<file path="config.mk">
export PLATFORM = sky130hd
export DESIGN_NAME = exec_top
export DESIGN_NICKNAME = d
export VERILOG_FILES = /design/src/design/rv_exec_pkg.sv /design/src/design/op_decoder.sv /design/src/design/seq_divider.sv /design/src/design/exec_unit.sv /design/src/design/exec_top.sv
export SDC_FILE = /design/constraint.sdc
export NUM_CORES = 2
export LEC_CHECK = 0
export BUFFER_PORTS_ARGS = -buffer_cell sky130_fd_sc_hd__buf_4
export CORE_UTILIZATION = 25
export CTS_BUF_LIST = sky130_fd_sc_hd__clkbuf_8 sky130_fd_sc_hd__clkbuf_16
export DETAILED_ROUTE_END_ITERATION = 7
export HOLD_SLACK_MARGIN = 0.12
export PLACE_DENSITY = 0.48
export RECOVER_POWER = 50
export SYNTH_ARGS = -nofsm -noshare
export SYNTH_HDL_FRONTEND = slang
export SYNTH_SLANG_ARGS = --single-unit
</file>
<file path="constraint.sdc">
create_clock -name i_clk -period 4.2 [get_ports i_clk]
set_clock_uncertainty 0.2 [all_clocks]
set_input_delay 0.84 -clock i_clk [delete_from_list [all_inputs] [get_ports i_clk]]
set_output_delay 0.84 -clock i_clk [all_outputs]
set_load 0.005 [all_outputs]
</file>
<file path="src/design/rv_exec_pkg.sv">
`default_nettype none

package rv_exec_pkg;

    localparam int XLEN      = 32;
    localparam int DIV_STEPS = 32;  // One quotient bit per step

    // Major opcodes, instruction bits 6:0
    localparam logic [6:0] OPC_LOAD   = 7'b0000011;
    localparam logic [6:0] OPC_OP_IMM = 7'b0010011;
    localparam logic [6:0] OPC_AUIPC  = 7'b0010111;
    localparam logic [6:0] OPC_STORE  = 7'b0100011;
    localparam logic [6:0] OPC_OP     = 7'b0110011;
    localparam logic [6:0] OPC_LUI    = 7'b0110111;
    localparam logic [6:0] OPC_BRANCH = 7'b1100011;
    localparam logic [6:0] OPC_JALR   = 7'b1100111;
    localparam logic [6:0] OPC_JAL    = 7'b1101111;

    localparam logic [6:0] MULDIV_FUNCT7 = 7'b0000001;  // M extension
    localparam logic [6:0] ALT_FUNCT7    = 7'b0100000;  // SUB, SRA, SRAI

    typedef enum logic [5:0] {
        OP_NONE,
        // Register-register
        OP_ADD, OP_SUB, OP_SLL, OP_SLT, OP_SLTU,
        OP_XOR, OP_SRL, OP_SRA, OP_OR, OP_AND,
        // Multiply and divide
        OP_MUL, OP_MULH, OP_MULHSU, OP_MULHU,
        OP_DIV, OP_DIVU, OP_REM, OP_REMU,
        // Immediate
        OP_ADDI, OP_SLTI, OP_SLTIU, OP_XORI, OP_ORI,
        OP_ANDI, OP_SLLI, OP_SRLI, OP_SRAI,
        // Branch
        OP_BEQ, OP_BNE, OP_BLT, OP_BGE, OP_BLTU, OP_BGEU,
        // Jumps and upper immediates
        OP_JAL, OP_JALR, OP_LUI, OP_AUIPC
    } op_e;

endpackage

`default_nettype wire

</file>
<file path="src/design/op_decoder.sv">
`timescale 1ns/1ps
`default_nettype none

module op_decoder
    import rv_exec_pkg::*;
(
    input  wire logic [XLEN-1:0] i_ir,
    output op_e                  o_op
);

    logic [6:0] opcode;
    logic [2:0] funct3;
    logic [6:0] funct7;

    assign opcode = i_ir[6:0];
    assign funct3 = i_ir[14:12];
    assign funct7 = i_ir[31:25];

    always_comb begin
        o_op = OP_NONE;  // Anything not matched below
        case (opcode)
            OPC_OP: begin
                if (funct7 == MULDIV_FUNCT7) begin
                    case (funct3)
                        3'd0: o_op = OP_MUL;
                        3'd1: o_op = OP_MULH;
                        3'd2: o_op = OP_MULHSU;
                        3'd3: o_op = OP_MULHU;
                        3'd4: o_op = OP_DIV;
                        3'd5: o_op = OP_DIVU;
                        3'd6: o_op = OP_REM;
                        3'd7: o_op = OP_REMU;
                    endcase
                end else if (funct7 == ALT_FUNCT7) begin
                    if (funct3 == 3'd0) o_op = OP_SUB;
                    if (funct3 == 3'd5) o_op = OP_SRA;
                end else if (funct7 == 7'd0) begin
                    case (funct3)
                        3'd0: o_op = OP_ADD;
                        3'd1: o_op = OP_SLL;
                        3'd2: o_op = OP_SLT;
                        3'd3: o_op = OP_SLTU;
                        3'd4: o_op = OP_XOR;
                        3'd5: o_op = OP_SRL;
                        3'd6: o_op = OP_OR;
                        3'd7: o_op = OP_AND;
                    endcase
                end
            end
            OPC_OP_IMM: begin
                case (funct3)
                    3'd0: o_op = OP_ADDI;
                    3'd1: if (funct7 == 7'd0) o_op = OP_SLLI;
                    3'd2: o_op = OP_SLTI;
                    3'd3: o_op = OP_SLTIU;
                    3'd4: o_op = OP_XORI;
                    3'd5: begin
                        if (funct7 == ALT_FUNCT7) o_op = OP_SRAI;
                        if (funct7 == 7'd0)       o_op = OP_SRLI;
                    end
                    3'd6: o_op = OP_ORI;
                    3'd7: o_op = OP_ANDI;
                endcase
            end
            OPC_BRANCH: begin
                case (funct3)
                    3'd0: o_op = OP_BEQ;
                    3'd1: o_op = OP_BNE;
                    3'd4: o_op = OP_BLT;
                    3'd5: o_op = OP_BGE;
                    3'd6: o_op = OP_BLTU;
                    3'd7: o_op = OP_BGEU;
                    default: o_op = OP_NONE;  // 2 and 3 are reserved
                endcase
            end
            OPC_JAL:              o_op = OP_JAL;
            OPC_JALR:             o_op = (funct3 == 3'd0) ? OP_JALR : OP_NONE;
            OPC_LUI:              o_op = OP_LUI;
            OPC_AUIPC:            o_op = OP_AUIPC;
            OPC_LOAD, OPC_STORE:  o_op = OP_NONE;  // Memory stage owns these
            default:              o_op = OP_NONE;
        endcase
    end

endmodule

`default_nettype wire

</file>
<file path="src/design/seq_divider.sv">
`timescale 1ns/1ps
`default_nettype none

module seq_divider
    import rv_exec_pkg::*;
(
    input  wire logic            i_clk,
    input  wire logic            i_arst_n,
    input  wire logic            i_start,
    input  wire logic            i_signed,
    input  wire logic            i_rem,
    input  wire logic [XLEN-1:0] i_dividend,
    input  wire logic [XLEN-1:0] i_divisor,
    output logic                 o_busy,
    output logic                 o_done,
    output logic [XLEN-1:0]      o_value
);

    logic [XLEN-1:0]              rem_q;
    logic [XLEN-1:0]              quo_q;  // Dividend shifts out, quotient shifts in
    logic [XLEN-1:0]              dvs_q;
    logic                         neg_quo_q;
    logic                         neg_rem_q;
    logic                         sel_rem_q;
    logic [$clog2(DIV_STEPS)-1:0] step_q;
    logic [XLEN-1:0]              dvd_mag;
    logic [XLEN-1:0]              dvs_mag;
    logic [XLEN:0]                trial;

    assign dvd_mag = (i_signed && i_dividend[XLEN-1]) ? -i_dividend : i_dividend;
    assign dvs_mag = (i_signed && i_divisor[XLEN-1]) ? -i_divisor : i_divisor;
    assign trial   = {rem_q, quo_q[XLEN-1]} - {1'b0, dvs_q};  // Top bit set means borrow

    always_ff @(posedge i_clk or negedge i_arst_n) begin
        if (!i_arst_n) begin
            o_busy <= 1'b0;
            o_done <= 1'b0;
            step_q <= '0;
        end else begin
            o_done <= 1'b0;
            if (i_start) begin
                o_busy <= 1'b1;
                step_q <= '0;
            end else if (o_busy) begin
                step_q <= step_q + 1'b1;
                if (int'(step_q) == DIV_STEPS - 1) begin
                    o_busy <= 1'b0;
                    o_done <= 1'b1;  // Value is ready for one cycle
                end
            end
        end
    end

    // A zero divisor makes every step succeed, so the quotient magnitude is all ones
    // and the remainder is the dividend. Only the quotient sign must be held back.
    // MIN / -1 needs nothing extra since 2^31 as a magnitude is the dividend itself
    always_ff @(posedge i_clk) begin
        if (i_start) begin
            rem_q     <= '0;
            quo_q     <= dvd_mag;
            dvs_q     <= dvs_mag;
            neg_quo_q <= i_signed && (i_dividend[XLEN-1] ^ i_divisor[XLEN-1])
                         && (i_divisor != '0);
            neg_rem_q <= i_signed && i_dividend[XLEN-1];  // Remainder follows dividend
            sel_rem_q <= i_rem;
        end else if (o_busy) begin
            if (!trial[XLEN]) begin
                rem_q <= trial[XLEN-1:0];
                quo_q <= {quo_q[XLEN-2:0], 1'b1};
            end else begin
                rem_q <= {rem_q[XLEN-2:0], quo_q[XLEN-1]};  // Restore
                quo_q <= {quo_q[XLEN-2:0], 1'b0};
            end
        end
    end

    assign o_value = sel_rem_q ? (neg_rem_q ? -rem_q : rem_q)
                               : (neg_quo_q ? -quo_q : quo_q);

endmodule

`default_nettype wire

</file>
<file path="src/design/exec_unit.sv">
`timescale 1ns/1ps
`default_nettype none

module exec_unit
    import rv_exec_pkg::*;
(
    input  wire logic            i_clk,
    input  wire logic            i_arst_n,
    input  wire logic            i_valid,
    input  wire op_e             i_op,
    input  wire logic [XLEN-1:0] i_ir,
    input  wire logic [XLEN-1:0] i_rs1,
    input  wire logic [XLEN-1:0] i_rs2,
    input  wire logic [XLEN-1:0] i_pc,
    output logic [XLEN-1:0]      o_result,
    output logic                 o_load_regfile,
    output logic [XLEN-1:0]      o_jump_address,
    output logic                 o_jump,
    output logic                 o_busy
);

    logic [XLEN-1:0]          imm_i;
    logic [XLEN-1:0]          imm_b;
    logic [XLEN-1:0]          imm_j;
    logic [XLEN-1:0]          imm_u;
    logic                     rs_eq;
    logic                     rs_lt;
    logic                     rs_ltu;
    logic                     mul_a_signed;
    logic                     mul_b_signed;
    logic signed [XLEN:0]     mul_a;
    logic signed [XLEN:0]     mul_b;
    logic signed [2*XLEN+1:0] mul_prod;
    logic [XLEN-1:0]          alu_res;
    logic                     alu_wr;
    logic                     taken;
    logic [XLEN-1:0]          jump_tgt;
    logic                     is_div;
    logic                     div_busy;
    logic                     div_done;
    logic [XLEN-1:0]          div_value;

    assign imm_i = {{20{i_ir[31]}}, i_ir[31:20]};
    assign imm_b = {{19{i_ir[31]}}, i_ir[31], i_ir[7], i_ir[30:25], i_ir[11:8], 1'b0};
    assign imm_j = {{11{i_ir[31]}}, i_ir[31], i_ir[19:12], i_ir[20], i_ir[30:21], 1'b0};
    assign imm_u = {i_ir[31:12], 12'd0};

    assign rs_eq  = (i_rs1 == i_rs2);
    assign rs_lt  = ($signed(i_rs1) < $signed(i_rs2));
    assign rs_ltu = (i_rs1 < i_rs2);

    // One 33x33 signed multiplier, extension bit picks signed or unsigned per operand
    assign mul_a_signed = (i_op == OP_MULH) || (i_op == OP_MULHSU);
    assign mul_b_signed = (i_op == OP_MULH);
    assign mul_a        = {mul_a_signed & i_rs1[XLEN-1], i_rs1};
    assign mul_b        = {mul_b_signed & i_rs2[XLEN-1], i_rs2};
    assign mul_prod     = mul_a * mul_b;

    always_comb begin
        alu_res = '0;
        alu_wr  = 1'b1;
        case (i_op)
            OP_ADD:    alu_res = i_rs1 + i_rs2;
            OP_SUB:    alu_res = i_rs1 - i_rs2;
            OP_SLL:    alu_res = i_rs1 << i_rs2[4:0];
            OP_SLT:    alu_res = {{(XLEN-1){1'b0}}, rs_lt};
            OP_SLTU:   alu_res = {{(XLEN-1){1'b0}}, rs_ltu};
            OP_XOR:    alu_res = i_rs1 ^ i_rs2;
            OP_SRL:    alu_res = i_rs1 >> i_rs2[4:0];
            OP_SRA:    alu_res = $signed(i_rs1) >>> i_rs2[4:0];
            OP_OR:     alu_res = i_rs1 | i_rs2;
            OP_AND:    alu_res = i_rs1 & i_rs2;
            OP_MUL:    alu_res = mul_prod[XLEN-1:0];
            OP_MULH, OP_MULHSU, OP_MULHU:
                       alu_res = mul_prod[2*XLEN-1:XLEN];
            OP_ADDI:   alu_res = i_rs1 + imm_i;
            OP_SLTI:   alu_res = {{(XLEN-1){1'b0}}, $signed(i_rs1) < $signed(imm_i)};
            OP_SLTIU:  alu_res = {{(XLEN-1){1'b0}}, i_rs1 < imm_i};
            OP_XORI:   alu_res = i_rs1 ^ imm_i;
            OP_ORI:    alu_res = i_rs1 | imm_i;
            OP_ANDI:   alu_res = i_rs1 & imm_i;
            OP_SLLI:   alu_res = i_rs1 << imm_i[4:0];
            OP_SRLI:   alu_res = i_rs1 >> imm_i[4:0];
            OP_SRAI:   alu_res = $signed(i_rs1) >>> imm_i[4:0];
            OP_JAL, OP_JALR:
                       alu_res = i_pc + XLEN'(4);  // Link value
            OP_LUI:    alu_res = imm_u;
            OP_AUIPC:  alu_res = i_pc + imm_u;
            default:   alu_wr  = 1'b0;  // Branches, divides, OP_NONE
        endcase
    end

    always_comb begin
        jump_tgt = i_pc + imm_b;
        case (i_op)
            OP_BEQ:   taken = rs_eq;
            OP_BNE:   taken = !rs_eq;
            OP_BLT:   taken = rs_lt;
            OP_BGE:   taken = !rs_lt;
            OP_BLTU:  taken = rs_ltu;
            OP_BGEU:  taken = !rs_ltu;
            OP_JAL: begin
                taken    = 1'b1;
                jump_tgt = i_pc + imm_j;
            end
            OP_JALR: begin
                taken    = 1'b1;
                jump_tgt = (i_rs1 + imm_i) & ~XLEN'(1);  // Bit 0 cleared
            end
            default:  taken = 1'b0;
        endcase
    end

    assign is_div = (i_op == OP_DIV) || (i_op == OP_DIVU) || (i_op == OP_REM) || (i_op == OP_REMU);

    seq_divider seq_divider_inst (
        .i_clk      (i_clk),
        .i_arst_n   (i_arst_n),
        .i_start    (i_valid && is_div),
        .i_signed   ((i_op == OP_DIV) || (i_op == OP_REM)),
        .i_rem      ((i_op == OP_REM) || (i_op == OP_REMU)),
        .i_dividend (i_rs1),
        .i_divisor  (i_rs2),
        .o_busy     (div_busy),
        .o_done     (div_done),
        .o_value    (div_value)
    );

    assign o_busy = div_busy || div_done;  // Drops on the edge that writes the result

    always_ff @(posedge i_clk or negedge i_arst_n) begin
        if (!i_arst_n) begin
            o_result       <= '0;
            o_load_regfile <= 1'b0;
            o_jump_address <= '0;
            o_jump         <= 1'b0;
        end else begin
            o_load_regfile <= 1'b0;
            o_jump         <= 1'b0;
            if (i_valid && alu_wr) begin
                o_result       <= alu_res;
                o_load_regfile <= 1'b1;
            end else if (div_done) begin
                o_result       <= div_value;
                o_load_regfile <= 1'b1;
            end
            if (i_valid && taken) begin
                o_jump_address <= jump_tgt;
                o_jump         <= 1'b1;
            end
        end
    end

endmodule

`default_nettype wire

</file>
<file path="src/design/exec_top.sv">
`timescale 1ns/1ps
`default_nettype none

module exec_top
    import rv_exec_pkg::*;
(
    input  wire logic            i_clk,
    input  wire logic            i_arst_n,
    input  wire logic            i_valid,
    input  wire logic [XLEN-1:0] i_ir,
    input  wire logic [XLEN-1:0] i_rs1,
    input  wire logic [XLEN-1:0] i_rs2,
    input  wire logic [XLEN-1:0] i_pc,
    output logic [XLEN-1:0]      o_result,
    output logic                 o_load_regfile,
    output logic [XLEN-1:0]      o_jump_address,
    output logic                 o_jump,
    output logic                 o_busy
);

    op_e dec_op;

    op_decoder op_decoder_inst (
        .i_ir (i_ir),
        .o_op (dec_op)
    );

    exec_unit exec_unit_inst (
        .i_clk          (i_clk),
        .i_arst_n       (i_arst_n),
        .i_valid        (i_valid),
        .i_op           (dec_op),
        .i_ir           (i_ir),
        .i_rs1          (i_rs1),
        .i_rs2          (i_rs2),
        .i_pc           (i_pc),
        .o_result       (o_result),
        .o_load_regfile (o_load_regfile),
        .o_jump_address (o_jump_address),
        .o_jump         (o_jump),
        .o_busy         (o_busy)
    );

endmodule

`default_nettype wire

</file>
After elaboration in Yosys (flattened, before gate mapping)
Memories as Yosys holds them, arrays and structs flattened.
Cells that the tools add are included.
- register bits: 172
- latch bits: 0
- RAM bits: 0
- memory bits (read-only): 72
- output and inout bits: 67
- memories: 2
- $add $sub $neg: 13
- multipliers: 1
- divide/modulo/power cells: 0
- order comparisons: 4
- equality and inequality tests: 55
- shift-type cells: 6
- mux-type cells: 38
- bitwise logic cells: 9
- reduce and logical (&&, ||, !) cells: 25
- memories (memory ; words ; bits a word ; read ports ; clocked after memory_dff ; write ports ; line ; source):
    (name not given) ; 8 ; 5 ; 1 ; 0 ; 0 ; op_decoder.sv:24 ; case (funct3)
    (name not given) ; 8 ; 4 ; 1 ; 0 ; 0 ; op_decoder.sv:38 ; case (funct3)
- operators with widths (operator ; number):
    one-hot mux 32 bit (24 select lines) ; 1
    two-way mux 32 bit ; 10
    adder 32 bit ; 5
    negator 32 bit ; 4
    == test 6 x 5 -> 1 bit, second input constant ; 16
    < comparator 32 bit ; 3
    AND 32 bit ; 2
    multiplier 33 x 33 -> 64 bit ; 1
    bitwise OR 32 bit ; 2
    one-hot mux 32 bit (2 select lines) ; 1
    << shifter 32 x 5 -> 32 bit ; 2
    right shift 32 x 5 -> 32 bit ; 2
    >>> shifter 32 x 5 -> 32 bit ; 2
    XOR 32 bit ; 2
    == test 6 x 4 -> 1 bit, second input constant ; 8
    one-hot mux 6 bit (8 select lines) ; 1
    one-hot mux 6 bit (7 select lines) ; 1
    == test 6 bit, second input constant ; 6
    one-hot mux 6 bit (6 select lines) ; 1
    subtractor 33 x 32 -> 33 bit ; 1
    adder 32 x 3 -> 32 bit, second input constant ; 1
    == test 32 bit ; 1
    < comparator 32 x 12 -> 1 bit ; 1
    nonzero test 32 bit ; 1
    30 further kinds ; 76

Longest topological paths before layout
- depth in word-level cells: 12
- depth in mapped cells: 42

Cells and area by module
A second synthesis with hierarchy kept.
- cells, all modules: 8470
- area total of the unflattened synthesis: 68308.0 um^2
- modules (own cells, without submodules) (module ; times used ; cells an instance ; area an instance (um^2) ; sequential area each (um^2)):
    exec_unit ; 1 ; 7267 ; 58622.5 ; 1651.6
    seq_divider ; 1 ; 1111 ; 9031.2 ; 2827.7
    op_decoder ; 1 ; 92 ; 654.4 ; 0.0

Worst setup path after synthesis
No wires, ideal clock.
- kind: input port to flip-flop
- start point: input i_ir[14]
- end point: register exec_unit_inst.o_result[30]
- arrival time: 10.631 ns
- data required time: 3.871 ns
- slack: -6.761 ns
- cell stages on the path: 38
- buffers on the path: 5
- cells stage by stage: buf_2 > buf_2 > inv_1 > ha_1 > nor2_1 > a32oi_1 > o21ai_0 > a211oi_2 > buf_2 > clkbuf_1 > and3_1 > clkbuf_1 > nand2_1 > fa_1 > fa_1 > inv_1 > fa_1 > inv_1 > [2 not listed] > fa_1 > fa_1 > fa_1 > inv_1 > fa_1 > inv_1 > ha_1 > and3_1 > nand2_1 > o21ai_0 > a21o_1 > a21o_1 > nor3_1 > a211o_1 > o221ai_1 > xnor2_1 > nor2_1 > o41a_1
- word-level cells in the longest chain between the ends: 12
- RTL lines (item ; line ; source):
    start, declared ; exec_top.sv:10 ; input wire logic [XLEN-1:0] i_ir,
    branches (longest 12 deep; another with multiplier 33 x 33 -> 64 bit) ; - ;
    end signal, assigned ; exec_unit.sv:141 ; o_result <= alu_res;
    end signal, assigned ; exec_unit.sv:144 ; o_result <= div_value;
    end, declared ; exec_unit.sv:15 ; output logic [XLEN-1:0] o_result,
Several ways; the timed one is not identified. The select of a mux whose other input is x is not followed.
A chain may end at the register's enable or synchronous reset.

Worst setup path in the final report
- start point: input i_ir[5]
- end point: register exec_unit_inst.o_result[28]
- word-level cells in the longest chain between the ends: 8
- RTL lines (item ; line ; source):
    == test 7 x 5 -> 1 bit (tied with other cells) ; op_decoder.sv:21 ; case (opcode)
    one-hot mux 6 bit (7 select lines) * ; op_decoder.sv:21 ;
    == test 6 x 4 -> 1 bit (on tied branches) ; exec_unit.sv:53, exec_unit.sv:54, exec_unit.sv:62 ;
    logical OR 1 bit ; exec_unit.sv:53 ; assign mul_a_signed = (i_op == OP_MULH) || (i_op == OP_MULHSU);
    AND 1 bit ; exec_unit.sv:55 ; assign mul_a = {mul_a_signed & i_rs1[XLEN-1], i_rs1};
    multiplier 33 x 33 -> 64 bit ; exec_unit.sv:57 ; assign mul_prod = mul_a * mul_b;
    one-hot mux 32 bit (24 select lines) ; exec_unit.sv:62 ; case (i_op)
    two-way mux 32 bit ; exec_unit.sv:140 ; if (i_valid && alu_wr) begin
Every way passes the cells marked *; elsewhere a longest branch is shown, timed or not.

==> flow_summary_export.csv <==
group,metric,value,unit
logic_synthesis,synthesis.area,0.0682,sq mm
timing,rsz0062_at_grt,"yes",
worst_hold_path,worstHoldPathCells,2,
worst_hold_path,min_to,"exec_unit_inst.o_jump_address[4]",
clocking,clk_latency,560,ps
global_routing,grt_pass1_wl,578,mm
worst_setup_path,cp.arrival,10380,ps
layout,syn_to_final_growth,38.7,%
global_routing,grt_max_degree,66,
layout,final_util,0.349,
timing,tightest_slew,1950,ps
worst_setup_path,worstPathRequired,4450,ps
worst_setup_path,critPathKind,"in -> reg",
die,die_x,524,um
timing,clock.fmax,98.7,MHz
placed_design,place_area,0.0912,sq mm
logic_synthesis,synth_edf_count,67,
layout,drive_gt1_frac,0.287,
worst_setup_path,end_kind,"flip-flop",
global_routing,grt_overflow_total,0,
worst_setup_path,cp_top_family,"adder cells",
worst_setup_path,r2r_setup_slack,-230,ps
timing,setup_violations,129,
placed_design,pre_cts_slack,-6980,ps
logic_synthesis,synthFlopType,"dfrtp_1",
logic_synthesis,synth_fp_nets,10200,
layout,instances_no_fill,14200,
routing,drc_errors,0,
clocking,clock_sinks,172,
timing,hold_viol,0,
routing,dr_total_vias,73800,
logic_synthesis,ys_types,113,
clocking,numCtsBuffers,17,
worst_setup_path,critPathMostFrequentCell,"fa_1",
clocking,postCtsHoldBufs,0,
worst_hold_path,hp-class,"reg -> reg",
timing,relSlewSlack,-0.300,
timing,finalCritPeriodShare,2.41,
run_status,status,"finished, violations left",
worst_setup_path,worstSetupStartpointType,"primary input",
worst_setup_path,rr_startpoint,"exec_unit_inst.seq_divider_inst.quo_q[2]",
die,die_h,524,um
worst_setup_path,reg2reg_to,"exec_unit_inst.o_result[31]",
worst_setup_path,critical_path_buf_inv_count,9,
routing,drt_iter0_drc,8152,
die,io_pins,198,
global_routing,antenna_found_initial,36,
placed_design,gp_congestion,1.07,
placed_design,dpl.hpwl,357,mm
timing,min_period,10130,ps
worst_setup_path,crit_slowest_cell,"nor4b_4",
logic_synthesis,synth.area.top_cells,"fa_1 (33%), ha_1 (8.1%), inv_1 (7.5%)",
layout,mostFrequentLayoutCell,"buf_4",
die,initial_core_util,0.252,
clocking,clkTransAtPathRegs,110,ps
logic_synthesis,netlist.area_leader.share,0.332,
job,maxCapViolations,3,
layout,fin_area,0.0946,sq mm
timing,setup_ws,-5930,ps
die,core,0.271,sq mm
global_routing,track_usage,0.299,
worst_setup_path,reg2reg_depth,16,
die,row_count,191,
die,dieArea,0.275,sq mm
routing,totalWireLength,416,mm
logic_synthesis,seq_area_frac_synth,0.0657,
timing,final_max_slew_viol_count,61,
layout,final_nets,12300,
placed_design,place.port_buffers,197,
clocking,cts_buffer_depth,2,
worst_setup_path,slowest_delay,570,ps
worst_hold_path,hp-start,"exec_unit_inst.o_jump_address[4]",
routing,ant_nets,0,
logic_synthesis,synth_cells,8532,
clocking,root_buffer,"clkbuf_16",
routing,routed_via_density,5.20,
clocking,htreeDepth,4,
logic_synthesis,syn_avg_cell_area,7.99,sq um
clocking,cts_tree,"done",
run_status,violations,"max-capacitance violations, max-slew violations, negative setup slack",
global_routing,grt_pass1_vias,74500,
logic_synthesis,synth_top_cell_by_area,"fa_1",
logic_synthesis,yosysWarnings,0,
layout,final_cell_mix,"buf_4 (2336), inv_1 (1323), nand2_1 (1206), fa_1 (1114), nor2_1 (481)",
placed_design,place_inst,14100,
routing,routedWlPerCell,29.3,um
worst_setup_path,cp_max_fo,8,
logic_synthesis,async_flop_share,0.424,
logic_synthesis,synth_seq_cells,172,
routing,dr.pass1.iters,8,
==> cell families after synthesis <==
| family | count (synthesis) | synth area share |
|---|---|---|
| flops | 172 | 0.0657 |
| fa+ha+maj | 1570 | 0.413 |
| simple gates | 2602 | 0.175 |
| buf+inv | 1916 | 0.107 |
| mux | 159 | 0.0238 |
| compound gates | 1769 | 0.172 |
| xor+xnor | 344 | 0.0442 |
==> sequential cells by signal (all words and copies together) (netlist names) <==
| register | count |
|---|---|
| exec_unit_inst.o_load_regfile | 1 |
| exec_unit_inst.o_jump_address | 32 |
| exec_unit_inst.seq_divider_inst.rem_q | 32 |
| exec_unit_inst.o_jump | 1 |
| exec_unit_inst.seq_divider_inst.o_done | 1 |
| exec_unit_inst.seq_divider_inst.neg_rem_q | 1 |
| exec_unit_inst.seq_divider_inst.quo_q | 32 |
| exec_unit_inst.seq_divider_inst.sel_rem_q | 1 |
| exec_unit_inst.seq_divider_inst.dvs_q | 32 |
| exec_unit_inst.seq_divider_inst.o_busy | 1 |
| exec_unit_inst.seq_divider_inst.step_q | 5 |
| exec_unit_inst.o_result | 32 |
| exec_unit_inst.seq_divider_inst.neg_quo_q | 1 |
==> Yosys cell counts (22+ instances only) <==
| cell type | number |
|---|---|
| nor3_1 | 104 |
| a2111oi_0 | 22 |
| ha_1 | 439 |
| a21o_1 | 104 |
| a211oi_1 | 103 |
| nor2b_1 | 34 |
| o211ai_1 | 55 |
| nand2_1 | 1244 |
| and3_1 | 46 |
| nand3_1 | 132 |
| nand2b_1 | 56 |
| inv_1 | 1359 |
| o21ai_0 | 391 |
| xor2_1 | 120 |
| fa_1 | 1131 |
| and2_1 | 227 |
| mux2_2 | 25 |
| a311oi_1 | 26 |
| a22oi_1 | 49 |
| a221oi_1 | 44 |
| dfrtp_1 | 73 |
| o22ai_1 | 53 |
| dfxtp_1 | 32 |
| o21bai_1 | 36 |
| buf_1 | 87 |
| or3_1 | 44 |
| mux2i_1 | 134 |
| nor4_1 | 43 |
| clkbuf_1 | 411 |
| o31ai_1 | 42 |
| xnor2_1 | 224 |
| a31oi_1 | 59 |
| nand4_1 | 50 |
| edfxtp_1 | 67 |
| a32oi_1 | 23 |
| buf_2 | 37 |
| a21oi_1 | 431 |
| o21a_1 | 39 |
| or4_1 | 25 |
| o221ai_1 | 23 |
| a22o_1 | 22 |
| nor2_1 | 504 |
==> per-stage QoR <==
stage	hold WS, ps	TNS (ps)
2_1_floorplan	271	-187550
3_3_place_gp	266	-416790
3_5_place_dp	276	-423140
4_1_cts	225	-215580
5_1_grt	312	-251080
6_report	294	-237840
==> worst max-delay path by stage <==
stage	slack, ps	endpoint	cells after the start	start
after floorplan	-5820	exec_unit_inst.o_result[30]	33	i_ir[13]
after global placement	-6870	exec_unit_inst.o_result[31]	38	i_ir[13]
after detailed placement	-6980	exec_unit_inst.o_result[31]	37	i_ir[13]
after CTS	-5830	exec_unit_inst.o_result[28]	41	i_ir[13]
after global routing	-6130	exec_unit_inst.o_result[27]	44	i_ir[13]
final	-5930	exec_unit_inst.o_result[28]	38	i_ir[5]
==> tightest hold or removal path, delay by kind of cell (launching register included) <==
family / cells / cell delay (ps)
flip-flops: 1 / 360
AND/OR/NAND/NOR: 1 / 60
AO/OA/AOI/OAI: 1 / 50
==> routing by layer <==
metal,GRT usage,up-vias,part of all wire
met5,0,-,0.00014
met4,0.153,8,0.062
met3,0.0478,716,0.078
met2,0.459,3425,0.43
met1,0.405,37500,0.43
li1,-,32100,-
==> layout make-up <==
cell class | count | area (sq um)
Fill cell | 28600 | 176000
Multi-Input combinational cell | 6444 | 58500
Timing Repair Buffer | 2569 | 21200
Inverter | 1370 | 5190
Sequential cell | 172 | 4480
Tap cell | 3570 | 4470
Clock buffer | 17 | 425
Clock inverter | 15 | 200
Antenna cell | 20 | 50.0
==> repair_timing <==
item	in CTS	in global routing
gates resized for setup	257	202
pin swaps	118	167
endpoints found under the setup margin	234	223
gates cloned	2	5
setup buffers	50	38
Power is left out: the tool's default activity adds up to more than one toggle a clock period on the data nets, which glitch-free logic cannot reach.
